**config.mk**
```make
export PLATFORM = sky130hd
export DESIGN_NAME = camera_capture
export DESIGN_NICKNAME = d
export VERILOG_FILES = /design/src/logic/cam_pkg.sv /design/src/logic/pixel_stream_if.sv /design/src/logic/pixel_reconstruct.sv /design/src/logic/pixel_stacker.sv /design/src/logic/chunk_addr_gen.sv /design/src/logic/camera_capture.sv
export SDC_FILE = /design/constraint.sdc
export NUM_CORES = 1
export LEC_CHECK = 0
export BUFFER_PORTS_ARGS = -buffer_cell sky130_fd_sc_hd__buf_2
export CORE_AREA = 2 2 217 219
export CTS_BUF_LIST = sky130_fd_sc_hd__clkbuf_4 sky130_fd_sc_hd__clkbuf_8 sky130_fd_sc_hd__clkbuf_16
export DETAILED_ROUTE_END_ITERATION = 16
export DIE_AREA = 0 0 219 221
export PLACE_DENSITY = 0.5
export SYNTH_ARGS = -nofsm -noshare
export SYNTH_HDL_FRONTEND = slang
export SYNTH_SLANG_ARGS = --single-unit
```
**constraint.sdc**
```tcl
create_clock -name clk_camera -period 11.8 [get_ports clk_camera]
set_input_delay 1.77 -clock clk_camera [delete_from_list [all_inputs] [get_ports clk_camera]]
set_output_delay 1.77 -clock clk_camera [all_outputs]
set_load 0.05 [all_outputs]
```
**src/logic/cam_pkg.sv**
```systemverilog
`default_nettype none

// shared frame geometry and bus types for the camera capture path
package cam_pkg;

  // active 720p frame
  localparam int FRAME_WIDTH  = 1280;
  localparam int FRAME_HEIGHT = 720;

  // two-flop synchronizer on the camera pins
  localparam int SYNC_STAGES = 2;

  // one 128-bit memory word holds eight pixels
  localparam int PIXELS_PER_CHUNK = 8;

  // rgb565
  typedef logic [15:0] pixel_t;

  typedef logic [$clog2(FRAME_WIDTH)-1:0]  hcount_t;
  typedef logic [$clog2(FRAME_HEIGHT)-1:0] vcount_t;
  typedef logic [7:0]                      cam_byte_t;

  // lane 0 sits in bits 15:0
  typedef pixel_t [PIXELS_PER_CHUNK-1:0] chunk_t;

  // ddr word address, same width as the mig port
  typedef logic [26:0] chunk_addr_t;

  typedef logic [$clog2(PIXELS_PER_CHUNK)-1:0] lane_idx_t;

endpackage

`default_nettype wire

```
**src/logic/pixel_stream_if.sv**
```systemverilog
`default_nettype none

// reconstructed pixel stream, one-cycle valid strobe, no back-pressure
interface pixel_stream_if import cam_pkg::*; ();

  logic    valid;
  hcount_t hcount;
  vcount_t vcount;
  pixel_t  data;

  // driven by the reconstruction stage
  modport source (output valid, output hcount, output vcount, output data);

  // sink must take the pixel in the cycle it shows up
  modport sink (input valid, input hcount, input vcount, input data);

endinterface

`default_nettype wire

```
**src/logic/pixel_reconstruct.sv**
```systemverilog
`default_nettype none

module pixel_reconstruct import cam_pkg::*; (
  input  logic      clk_camera,
  input  logic      recent_reset,
  input  cam_byte_t camera_d_i,
  input  logic      cam_pclk_i,
  input  logic      cam_hsync_i,
  input  logic      cam_vsync_i,
  pixel_stream_if.source pix_o
);

  // synchronizer chains, index SYNC_STAGES-1 is the settled value
  cam_byte_t [SYNC_STAGES-1:0] d_sync;
  logic [SYNC_STAGES-1:0]      pclk_sync;
  logic [SYNC_STAGES-1:0]      hs_sync;
  logic [SYNC_STAGES-1:0]      vs_sync;

  // edge-detect stage, all aligned to the registered pclk edge
  logic      pclk_prev;
  logic      edge_q;
  cam_byte_t d_q;
  logic      hs_q;
  logic      hs_prev;
  logic      vs_q;

  logic      hs_fall;
  logic      capture;

  // byte pairing and counters
  logic      phase;
  cam_byte_t upper_q;
  hcount_t   hcount_cnt;
  vcount_t   vcount_cnt;

  // output registers
  logic      valid_q;
  pixel_t    data_q;
  hcount_t   hcount_q;
  vcount_t   vcount_q;

  always_ff @(posedge clk_camera) begin
    d_sync    <= {d_sync[SYNC_STAGES-2:0], camera_d_i};
    pclk_sync <= {pclk_sync[SYNC_STAGES-2:0], cam_pclk_i};
    hs_sync   <= {hs_sync[SYNC_STAGES-2:0], cam_hsync_i};
    vs_sync   <= {vs_sync[SYNC_STAGES-2:0], cam_vsync_i};
  end

  // one cycle after synced pclk goes high the edge flag is up
  always_ff @(posedge clk_camera) begin
    pclk_prev <= pclk_sync[SYNC_STAGES-1];
    d_q       <= d_sync[SYNC_STAGES-1];
    hs_q      <= hs_sync[SYNC_STAGES-1];
    hs_prev   <= hs_q;
    vs_q      <= vs_sync[SYNC_STAGES-1];
    if (recent_reset) begin
      edge_q <= 1'b0;
    end else begin
      edge_q <= pclk_sync[SYNC_STAGES-1] & ~pclk_prev;
    end
  end

  assign hs_fall = hs_prev & ~hs_q;
  // bytes only count inside an active line and outside vsync
  assign capture = edge_q & hs_q & ~vs_q;

  always_ff @(posedge clk_camera) begin
    if (recent_reset) begin
      phase      <= 1'b0;
      hcount_cnt <= '0;
      vcount_cnt <= '0;
      valid_q    <= 1'b0;
    end else begin
      valid_q <= 1'b0;
      if (vs_q) begin
        // new frame
        phase      <= 1'b0;
        hcount_cnt <= '0;
        vcount_cnt <= '0;
      end else if (hs_fall) begin
        // end of line
        phase      <= 1'b0;
        hcount_cnt <= '0;
        vcount_cnt <= vcount_cnt + 1'b1;
      end else if (capture) begin
        phase <= ~phase;
        if (phase) begin
          valid_q    <= 1'b1;
          hcount_cnt <= hcount_cnt + 1'b1;
        end
      end
    end
  end

  // first byte is the upper half of the pixel
  always_ff @(posedge clk_camera) begin
    if (capture) begin
      if (!phase) begin
        upper_q <= d_q;
      end else begin
        data_q   <= {upper_q, d_q};
        hcount_q <= hcount_cnt;
        vcount_q <= vcount_cnt;
      end
    end
  end

  assign pix_o.valid  = valid_q;
  assign pix_o.data   = data_q;
  assign pix_o.hcount = hcount_q;
  assign pix_o.vcount = vcount_q;

  // two bytes per pixel, so strobes are never back to back
  a_valid_spaced: assert property (@(posedge clk_camera) disable iff (recent_reset)
    valid_q |=> !valid_q);

endmodule

`default_nettype wire

```
**src/logic/pixel_stacker.sv**
```systemverilog
`default_nettype none

module pixel_stacker import cam_pkg::*; (
  input  logic   clk_camera,
  input  logic   recent_reset,
  pixel_stream_if.sink pix_i,
  input  logic   chunk_ready_i,
  output logic   chunk_valid_o,
  output logic   chunk_last_o,
  output logic   overflow_o,
  output chunk_t chunk_data_o
);

  // accumulator, lanes below lane hold this chunk's pixels
  chunk_t    acc;
  lane_idx_t lane;

  logic      frame_end;
  logic      chunk_done;
  logic      out_free;
  logic      load;
  chunk_t    closed_chunk;

  // pixel (1279, 719) ends the frame
  assign frame_end = (pix_i.hcount == hcount_t'(FRAME_WIDTH - 1)) &&
                     (pix_i.vcount == vcount_t'(FRAME_HEIGHT - 1));

  assign chunk_done = pix_i.valid &&
                      ((lane == lane_idx_t'(PIXELS_PER_CHUNK - 1)) || frame_end);

  // output register empty, or emptied this cycle
  assign out_free = !chunk_valid_o || chunk_ready_i;
  assign load     = chunk_done && out_free;

  // current pixel goes in its lane, lanes above it read as zero
  always_comb begin
    closed_chunk = '0;
    for (int i = 0; i < PIXELS_PER_CHUNK; i++) begin
      if (i < int'(lane)) begin
        closed_chunk[i] = acc[i];
      end
    end
    closed_chunk[lane] = pix_i.data;
  end

  always_ff @(posedge clk_camera) begin
    if (pix_i.valid) begin
      acc[lane] <= pix_i.data;
    end
  end

  // lane count restarts on every close, full or early
  always_ff @(posedge clk_camera) begin
    if (recent_reset) begin
      lane <= '0;
    end else if (pix_i.valid) begin
      lane <= chunk_done ? '0 : lane + 1'b1;
    end
  end

  always_ff @(posedge clk_camera) begin
    if (recent_reset) begin
      chunk_valid_o <= 1'b0;
      chunk_last_o  <= 1'b0;
      overflow_o    <= 1'b0;
    end else begin
      if (load) begin
        chunk_valid_o <= 1'b1;
        chunk_last_o  <= frame_end;
      end else if (chunk_ready_i) begin
        chunk_valid_o <= 1'b0;
      end
      // held chunk stays, the new one is lost
      if (chunk_done && !out_free) begin
        overflow_o <= 1'b1;
      end
    end
  end

  always_ff @(posedge clk_camera) begin
    if (load) begin
      chunk_data_o <= closed_chunk;
    end
  end

  // stream rule, payload frozen while stalled
  a_data_held: assert property (@(posedge clk_camera) disable iff (recent_reset)
    (chunk_valid_o && !chunk_ready_i) |=> $stable(chunk_data_o));

endmodule

`default_nettype wire

```
**src/logic/chunk_addr_gen.sv**
```systemverilog
`default_nettype none

module chunk_addr_gen import cam_pkg::*; (
  input  logic        clk_camera,
  input  logic        recent_reset,
  input  logic        accept_i,
  input  logic        last_i,
  output chunk_addr_t chunk_addr_o
);

  // word address of the chunk now at the output
  chunk_addr_t addr_q;

  always_ff @(posedge clk_camera) begin
    if (recent_reset) begin
      addr_q <= '0;
    end else if (accept_i) begin
      // frame done, next frame starts at word 0
      if (last_i) begin
        addr_q <= '0;
      end else begin
        addr_q <= addr_q + 1'b1;
      end
    end
  end

  assign chunk_addr_o = addr_q;

  // dropped chunks never reach accept, so no gaps in the sequence
  a_addr_only_on_accept: assert property (@(posedge clk_camera) disable iff (recent_reset)
    !accept_i |=> $stable(chunk_addr_o));

endmodule

`default_nettype wire

```
**src/logic/camera_capture.sv**
```systemverilog
`default_nettype none

module camera_capture import cam_pkg::*; (
  input  logic        clk_camera,
  input  logic        recent_reset,
  // parallel camera bus
  input  cam_byte_t   camera_d_i,
  input  logic        cam_pclk_i,
  input  logic        cam_hsync_i,
  input  logic        cam_vsync_i,
  // chunk stream toward memory
  input  logic        chunk_ready_i,
  output logic        chunk_valid_o,
  output logic        chunk_last_o,
  output logic        overflow_o,
  output chunk_t      chunk_data_o,
  output chunk_addr_t chunk_addr_o
);

  // pixels from reconstruction to stacker
  pixel_stream_if pix_bus ();

  // one chunk leaves per valid and ready
  logic chunk_accept;

  assign chunk_accept = chunk_valid_o & chunk_ready_i;

  pixel_reconstruct u_reconstruct (
    .clk_camera   (clk_camera),
    .recent_reset (recent_reset),
    .camera_d_i   (camera_d_i),
    .cam_pclk_i   (cam_pclk_i),
    .cam_hsync_i  (cam_hsync_i),
    .cam_vsync_i  (cam_vsync_i),
    .pix_o        (pix_bus.source)
  );

  pixel_stacker u_stacker (
    .clk_camera    (clk_camera),
    .recent_reset  (recent_reset),
    .pix_i         (pix_bus.sink),
    .chunk_ready_i (chunk_ready_i),
    .chunk_valid_o (chunk_valid_o),
    .chunk_last_o  (chunk_last_o),
    .overflow_o    (overflow_o),
    .chunk_data_o  (chunk_data_o)
  );

  // address follows the accepted chunk, last wraps it
  chunk_addr_gen u_addr_gen (
    .clk_camera   (clk_camera),
    .recent_reset (recent_reset),
    .accept_i     (chunk_accept),
    .last_i       (chunk_last_o),
    .chunk_addr_o (chunk_addr_o)
  );

endmodule

`default_nettype wire

```
Word-level counts from Yosys, hierarchy flattened. Cells that the tools add are included.

Bitwise operators: 10. Equal/unequal tests: 3. Reduce and logical (&&, ||, !) cells: 15. $add $sub $neg: 4. Magnitude comparators: 9. Multiplexer cells: 16.

Operators with widths (count): $bwmux 128 (2); $mux 16 (8); $demux 16 s3 (1); $add 27x1->27 const B (1); $mux 27 (1); $add 11x1->11 const B (1); $eq 11x11->1 const B (1); $add 10x1->10 const B (1); $eq 10x10->1 const B (1); $lt 3x3->1 const A (3); $lt 1x3->1 const A (2); $lt 2x3->1 const A (2); $and 1x1->1 (5); $logic_and 1x1->1 (5); $not 1->1 (5); $lt 3x4->1 const B (1); $reduce_and 2->1 (2); $reduce_or 4->1 (1); $add 3x1->3 const B (1); $eq 3x3->1 const B (1); $ge 3x1->1 const B (1); $mux 1 (3); $mux 3 (1); $reduce_or 3->1 (1); other kinds (4) (6).

Output and inout bits: 158. Input bits: 14. Register bits after elaboration: 392.

Longest topological paths before layout. Gate-level depths: netlist of the first run.

Depth after elaboration: 6. Depth in mapped cells: 7. Mapped depth without buffers: 5.

Modules after synthesis. From an unflattened synthesis of the first run, not the netlist that was laid out.

Cell total of the unflattened synthesis: 978. Area total of the unflattened synthesis: 13768.2 sq um.

By module, submodules not included: pixel_stacker (area an instance 9316.4 sq um, sequential area each 7327.0 sq um, cells each 623, times used 1); pixel_reconstruct (area an instance 3139.3 sq um, sequential area each 2512.4 sq um, cells each 203, times used 1); chunk_addr_gen (area an instance 1306.3 sq um, sequential area each 540.5 sq um, cells each 151, times used 1); camera_capture (area an instance 6.3 sq um, sequential area each 0.0 sq um, cells each 1, times used 1).

Worst setup path after synthesis of the first run. Ideal clock, no wire load.

Path type: input to register. Start: input port chunk_ready_i. End: register u_stacker.chunk_data_o[0] (netlist bit) (enable). Data required time: 11.318 ns. Arrival: 4.648 ns. Library setup time: 0.482 ns. Path slack: 6.670 ns. Cell stages on the path: 3. Buffers on the path: 1. Path through: buf_2 > nand2b_1 > o211a_1.

Longest elaborated chain between the ends: 2.

RTL lines: start: declaration (line camera_capture.sv:12) `input logic chunk_ready_i,`; $logic_or 1x1->1 (line pixel_stacker.sv:32) `assign out_free = !chunk_valid_o || chunk_ready_i;`; $logic_and 1x1->1 (line pixel_stacker.sv:33) `assign load = chunk_done && out_free;`; named net u_stacker.load (line pixel_stacker.sv:21) `logic load;`; end signal: assignment (line pixel_stacker.sv:82) `chunk_data_o <= closed_chunk;`; end: declaration (line pixel_stacker.sv:11) `output chunk_t chunk_data_o`.

The timed path passes the listed nets, and every way through them passes these cells. A chain may end at the register's enable or synchronous reset.

Worst setup path in the final report of the first run.
Start: input port chunk_ready_i. End: register u_stacker.chunk_data_o[116] (netlist bit) (enable).

The elaborated chain is that of the path after synthesis.

==> results of run 1 <==
-- power by group through the flow --
| stage | Sequential [W] | Clock [W] | Combinational (W) |
|---|---|---|---|
| floorplan | 0.00144 | 0 | 0.00000643 |
| global placement | 0.00144 | 0 | 0.00000993 |
| detailed placement | 0.00144 | 0 | 0.0000102 |
| CTS | 0.00142 | 0.00132 | 0.0000102 |
| global route | 0.00142 | 0.00137 | 0.0000113 |
| finish | 0.00142 | 0.00128 | 0.00000996 |
-- routing by layer --
metal / wire length, µm / share of wire / track usage / up-vias
met2: 14020 / 0.46 / 0.1914 / 172
met1: 14230 / 0.47 / 0.1729 / 3852
met5: 0 / 0 / 0 / -
met3: 1487 / 0.049 / 0.02942 / 49
li1: - / - / - / 3874
met4: 677 / 0.022 / 0.03640 / 0
-- layout by cell type, fill, tap and decap left out, types with 3 or more instances in the layout --
cell type	instances
clkbuf_4	13
ha_1	6
nand2_1	159
edfxtp_1	285
nor3_1	6
o31ai_1	7
inv_1	9
clkbuf_16	44
nor2_1	54
clkinv_4	3
o21ai_0	72
nand4_1	12
a31oi_1	3
buf_2	171
a22o_1	32
xnor2_1	9
buf_4	12
a21oi_1	20
dfxtp_1	90
xor2_1	13
nand3_1	19
mux2i_1	23
nand4b_1	4
and4_1	7
nand2b_1	8
clkinv_2	5
and3_1	21
clkinv_1	8
nor2_2	5
or3_1	6
o32ai_1	3
or4_1	7
-- registers in the layout, indices dropped and copies added, names as in the netlist, 2 cells and up --
name and cells:
u_reconstruct.upper_q 8, u_reconstruct.pix_o.hcount 11, u_reconstruct.pclk_sync 2, u_addr_gen.chunk_addr_o 27, u_reconstruct.vs_sync 2, u_reconstruct.hs_sync 2
u_reconstruct.d_q 8, u_stacker.lane 3, u_reconstruct.hcount_cnt 11, u_reconstruct.vcount_cnt 10, u_reconstruct.pix_o.data 16, u_reconstruct.d_sync 16
u_stacker.acc 112, u_stacker.chunk_data_o 128, u_reconstruct.pix_o.vcount 10
-- final timing paths --
check	slack [ns]	start	to
max	8.16	chunk_ready_i	u_stacker.chunk_data_o[116]
max reg2reg	8.27	u_reconstruct.pix_o.hcount[8]	u_stacker.chunk_data_o[116]
min reg2reg	0.32	u_reconstruct.hs_sync[0]	u_reconstruct.hs_sync[1]
min	0.32	u_reconstruct.hs_sync[0]	u_reconstruct.hs_sync[1]
-- cell families after synthesis --
group	synth area share
AO/OA/AOI/OAI	0.06620
XOR/XNOR	0.01410
adder cells (fa/ha/maj)	0.005493
buffers and inverters	0.02261
flip-flops	0.7596
multiplexers	0.01685
AND/OR/NAND/NOR	0.1152
-- critical path, delay by kind of cell --
kind	cells	cell delay (ns)
buffers and inverters	2	1.05
AO/OA/AOI/OAI	1	0.71
AND/OR/NAND/NOR	1	0.21
-- stage by stage --
stage	area, µm²	hold slack (ns)	setup slack [ns]	cells
global route	16490	0.3325	7.904	1776
global placement	15120	0.3123	7.612	1698
finish	16490	0.3159	8.157	1776
floorplan	13670	0.3096	6.670	973
CTS	16490	0.3219	8.148	1776
detailed placement	15120	0.3121	7.561	1698
-- final cells by class --
cell class / count / area, µm²
clock inverter: 21 / 173.9
inverter: 10 / 37.54
fill: 4490 / 29570
sequential: 376 / 10380
multi-input combinational: 522 / 2998
timing repair buffer: 183 / 945.9
clock buffer: 57 / 1199
tap: 607 / 759.5
==> reports/summary.txt, run 1 <==
Rel. slew slack: 0.2170
DRT Wirelength: 30410 µm
drt initial violations: 523
Hold Path Class: flip-flop to flip-flop
crit share post-route: 0.3087
Clock transition at path regs: 0.05 ns
unrepaired setup endpoints after global routing: no
Primary FF master, synth: edfxtp_1
Async SR Flop Fraction: 0
R2R depth: 5
CP max FO: 75
initial core utilization: 0.2967
Setup Skew: 0.02373 ns
Yosys top cell area share: 0.6263
Cell Area, Synth: 13670 µm²
Int Pwr: 0.002177 W
area leader, netlist: edfxtp_1
Setup TNS: 0 ns
Die ar.: 48400 µm²
Hold Buf Count CTS: 0
antenna viol nets, final: 0
share of layout cells above drive strength 1: 0.2344
DRT Pass-1 Iters: 5
Worst Setup Path Type: input port to flip-flop
Max Cap Violations: 0
Inserted Clock Buffers: 43
WP data arrival: 3.81 ns
gr usage total: 0.1239
Setup crit end kind: flip-flop
top post-synthesis cells by area: edfxtp_1 63%, dfxtp_1 13%, nand2_1 4.4%, o21ai_0 2.6%, a22o_1 2.1%
Clock Power Share: 0.473
Fin. Hold Viols: 0
Finished Core Util: 0.3581
CP peak stage delay: 0.85 ns
die height: 221 µm
Core Rows: 79
I/O Buffers: 171
global placer's final weighted congestion: 0.7334
htree depth: 2
gr ovfl total: 0
synth unique cells: 49
worst hold path cell count: 0
Worst-Skew Late Latency: 0.56 ns
Max Root-Sink Buffers: 3
Synth top cells by count: 285 x edfxtp_1, 159 x nand2_1, 91 x dfxtp_1, 72 x o21ai_0, 59 x nor2_1
Antenna Cells: 0
critical-path cell list: buf_2 > nand2b_1 > o211a_4 > buf_4
fin crit period: 3.643 ns
DP HPWL: 19450 µm
DRC Markers: 0
Mapped Nets: 993
via-per-instance ratio: 4.475
TritonCTS clock tree: yes
Yosys reg bits: 376
Leakage Power: 5.791 nW
Switching Fraction: 0.1949
largest net degree at the start of global routing: 76
number of global-route vias before repair: 7540
first-pass GRT wire length: 46040 µm
fin nets: 1156
Psw: 0.0005269 W
PD cells: 163.9 nW/µm²
Die Wd: 219 µm
Worst VDD drop: 0.08714 mV
FMAX: 274.5 MHz
most frequent cell after synthesis: edfxtp_1
number of setup buffers added after CTS: 0
total power draw: 0.002704 W
Core Area: 46060 µm²
initial antenna violation count: 0
Reg power frac: 0.524
Final Max Tran Viols: 0
Comb pwr share: 0.004
worst-margin pin slew: 1.169 ns
Mapped Cells: 973
Area growth, synth to finish: 20.70%
post-CTS sizing: 0
status: completed
Seq/Total Area, Yosys: 0.7596
Root Buffer: clkbuf_16
CP Launch Type: input port
WL/cell: 17.12 µm
CP max-delay cell: buf_4
Setup-failing EPs final: 0
CTS Sinks: 376
Ports: 172
Mean Syn Cell Area: 14.04 µm²
DR vias: 7947
Crit path required time: 11.97 ns
Post-synth EDFFs: 285
yosys synthesis warning count: 0
No activity file was read; power rests on OpenSTA's default activity.
==> inputs of run 2 (changes only) <==
Settings changed: PLACE_DENSITY 0.5 to 0.52.
Clock period 11.8 ns to 3.1 ns, I/O delays scaled along.
==> run 2 against run 1 <==
  * First-iteration DRC count is 20% lower
  * Core utilization is 0.55 points higher
  * Non-clock buffer count is 23 higher
  * Cell count is 1.3% higher
  * Clock-buffer cell count is 2 lower
  * Critical path type is now flip-flop to flip-flop
  * Clock skew is 0.0023 ns lower
  * Highest routed layer unchanged
  * Register-to-register slack worse by 7.6 ns
  * Sequential power grew to 3.8 times the previous value
  * Worst setup slack worse by 7.4 ns
  * Worst hold slack worse by 0.047 ns
==> reports/summary.txt, run 2 (synthesized netlist as in run 1, its figures left out) <==
WP data arrival: 2.63 ns (-1.18 ns)
WL/cell: 16.55 µm (-3.3%)
initial antenna violation count: 0 (unchanged)
Core Area: 46060 µm² (unchanged)
Worst VDD drop: 0.3978 mV (+360%)
Max Cap Violations: 0 (unchanged)
Antenna Cells: 0 (unchanged)
Setup TNS: 0 ns (unchanged)
final worst slack: 0.7113 ns (-7.446 ns)
Reg power frac: 0.520 (-0.004)
number of global-route vias before repair: 7615 (+0.99%)
Root Buffer: clkbuf_16
via-per-instance ratio: 4.453 (-0.48%)
FMAX: 418.6 MHz
max reg flops: 128 (unchanged)
Fin. Hold Viols: 0 (unchanged)
status: completed
DRT Pass-1 Iters: 5 (unchanged)
Inserted Clock Buffers: 42 (-2.3%)
Switching Fraction: 0.2010 (+0.006065)
most frequent cells in the layout: 285 x edfxtp_1, 171 x buf_2, 159 x nand2_1
Hold Crit Start: chunk_ready_i
Worst Setup Path Type: flip-flop to flip-flop
Final Max Tran Viols: 0 (unchanged)
PD cells: 618.3 nW/µm² (+280%)
Reg2Reg Setup Slack: 0.71 ns (-7.56 ns)
share of layout cells above drive strength 1: 0.2399 (+0.005545)
Rel. slew slack: 0.4537 (+0.2367)
TritonCTS clock tree: yes
CTS Sinks: 376 (unchanged)
Int Pwr: 0.008274 W (+280%)
Setup-failing EPs final: 0 (unchanged)
htree depth: 2 (unchanged)
DP HPWL: 19500 µm (+0.26%)
Area growth, synth to finish: 22.55%
Top reg by flops: u_stacker.chunk_data_o
area of the multi-input gates: 2995 µm² (about the same)
first-pass GRT wire length: 45700 µm (-0.75%)
Die Wd: 219 µm (unchanged)
global placer's final weighted congestion: 0.7274 (-0.82%)
Psw: 0.002081 W (+290%)
DRC Markers: 0 (unchanged)
Fillers: 4463 (-0.60%)
worst-margin pin slew: 0.8175 ns (-0.3515 ns)
Die ar.: 48400 µm² (unchanged)
Setup WS pre-CTS: 0.6725 ns (-6.888 ns)
most common cell after layout, fill and taps aside: edfxtp_1
R2R Path End: u_stacker.chunk_data_o[71]
number of setup buffers added after CTS: 0 (unchanged)
Hold Path Sink: u_addr_gen.chunk_addr_o[1]
CP Launch Type: flip-flop
RR Startpoint: u_reconstruct.pix_o.hcount[8]
antenna viol nets, final: 0 (unchanged)
Max Root-Sink Buffers: 3 (unchanged)
Ports: 172 (unchanged)
drt initial violations: 416 (-20%)
die height: 221 µm (unchanged)
Core Rows: 79 (unchanged)
Clock Power Share: 0.475 (+0.002)
DR vias: 8011 (+0.81%)
Setup Skew: 0.02139 ns (-0.002340 ns)
fin nets: 1178 (+1.9%)
I/O Buffers: 171 (unchanged)
initial core utilization: 0.2967 (unchanged)
gr ovfl total: 0 (unchanged)
DRT Wirelength: 29780 µm (-2.1%)
Setup crit end kind: flip-flop
post-CTS sizing: 0 (unchanged)
CP max FO: 36 (-52%)
unrepaired setup endpoints after global routing: no
Crit path required time: 3.34 ns (-8.63 ns)
Hold Path Class: input port to flip-flop
Clock transition at path regs: 0.06 ns (about the same)
gr usage total: 0.1222 (-0.001697)
Seq. cell area: 10380 µm² (unchanged)
Comb pwr share: 0.005 (about the same)
fin crit period: 2.389 ns
Leakage Power: 6.138 nW (+6.0%)
R2R depth: 6 (+1)
worst hold path cell count: 3 (+3)
largest net degree at the start of global routing: 50 (-34%)
crit share post-route: 0.7705
Worst-Skew Late Latency: 0.57 ns (about the same)
## run 2: power by group through the flow
stage	combinational (W)	sequential (W)	clock [W]
6_report	0.0000490	0.00539	0.00492
5_1_grt	0.0000557	0.00539	0.00531
4_1_cts	0.0000503	0.00539	0.00508
3_5_place_dp	0.0000399	0.00550	0
3_3_place_gp	0.0000388	0.00549	0
2_1_floorplan	0.0000245	0.00549	0
## run 2: per-stage QoR
stage,hold slack (ns),instances,cell area [µm²],total power (W),util
final,0.2693,1799,16750,0.01036,0.3636
after global routing,0.2788,1799,16750,0.01075,0.3636
after CTS,0.2341,1799,16750,0.01052,0.3636
after detailed placement,0.3121,1710,15250,0.005535,0.3310
after global placement,0.3133,1710,15250,0.005534,0.3310
after floorplan,0.3096,973,13670,0.005512,-
## run 2: how the worst max path moves through the flow
stage                                        from                          end  slack, ns  cells past startpoint
floorplan           u_reconstruct.pix_o.hcount[8]    u_stacker.chunk_data_o[0]       0.41                      4
detailed placement  u_reconstruct.pix_o.hcount[8]  u_stacker.chunk_data_o[124]       0.67                      6
finish              u_reconstruct.pix_o.hcount[8]   u_stacker.chunk_data_o[71]       0.71                      6
global route        u_reconstruct.pix_o.hcount[8]  u_stacker.chunk_data_o[117]       0.53                      6
CTS                 u_reconstruct.pix_o.hcount[8]  u_stacker.chunk_data_o[117]       0.64                      6
global placement    u_reconstruct.pix_o.hcount[8]   u_stacker.chunk_data_o[92]       0.64                      6
## run 2: timing repair
action | 4_1_cts | 5_1_grt
endpoints found under the hold margin | 11 | 0
setup endpoints to repair | 0 | 0
hold buffers | 11 | 0
## run 2: critical path, cell delays in order, from the launching register on
cell,delay (ns)
edfxtp_1,0.35
nand4b_1,0.18
nor4_1,0.27
nor4b_2,0.23
buf_4,0.19
o211a_4,0.50
buf_12,0.29
## run 2: layer usage
layer	part of all wire	track usage	up-vias	routed length (µm)
met2	0.46	0.1905	195	13790
met4	0.019	0.03357	0	571
li1	-	-	3937	-
met3	0.058	0.03038	42	1718
met1	0.46	0.1691	3837	13700
met5	0	0	-	0
## run 2: area by class of cell
type | instances | area share
timing repair buffer | 206 | 0.07068
clock inverter | 23 | 0.01292
multi-input combinational | 522 | 0.1789
sequential | 376 | 0.6199
clock buffer | 55 | 0.07008
tap | 607 | 0.04535
inverter | 10 | 0.002241
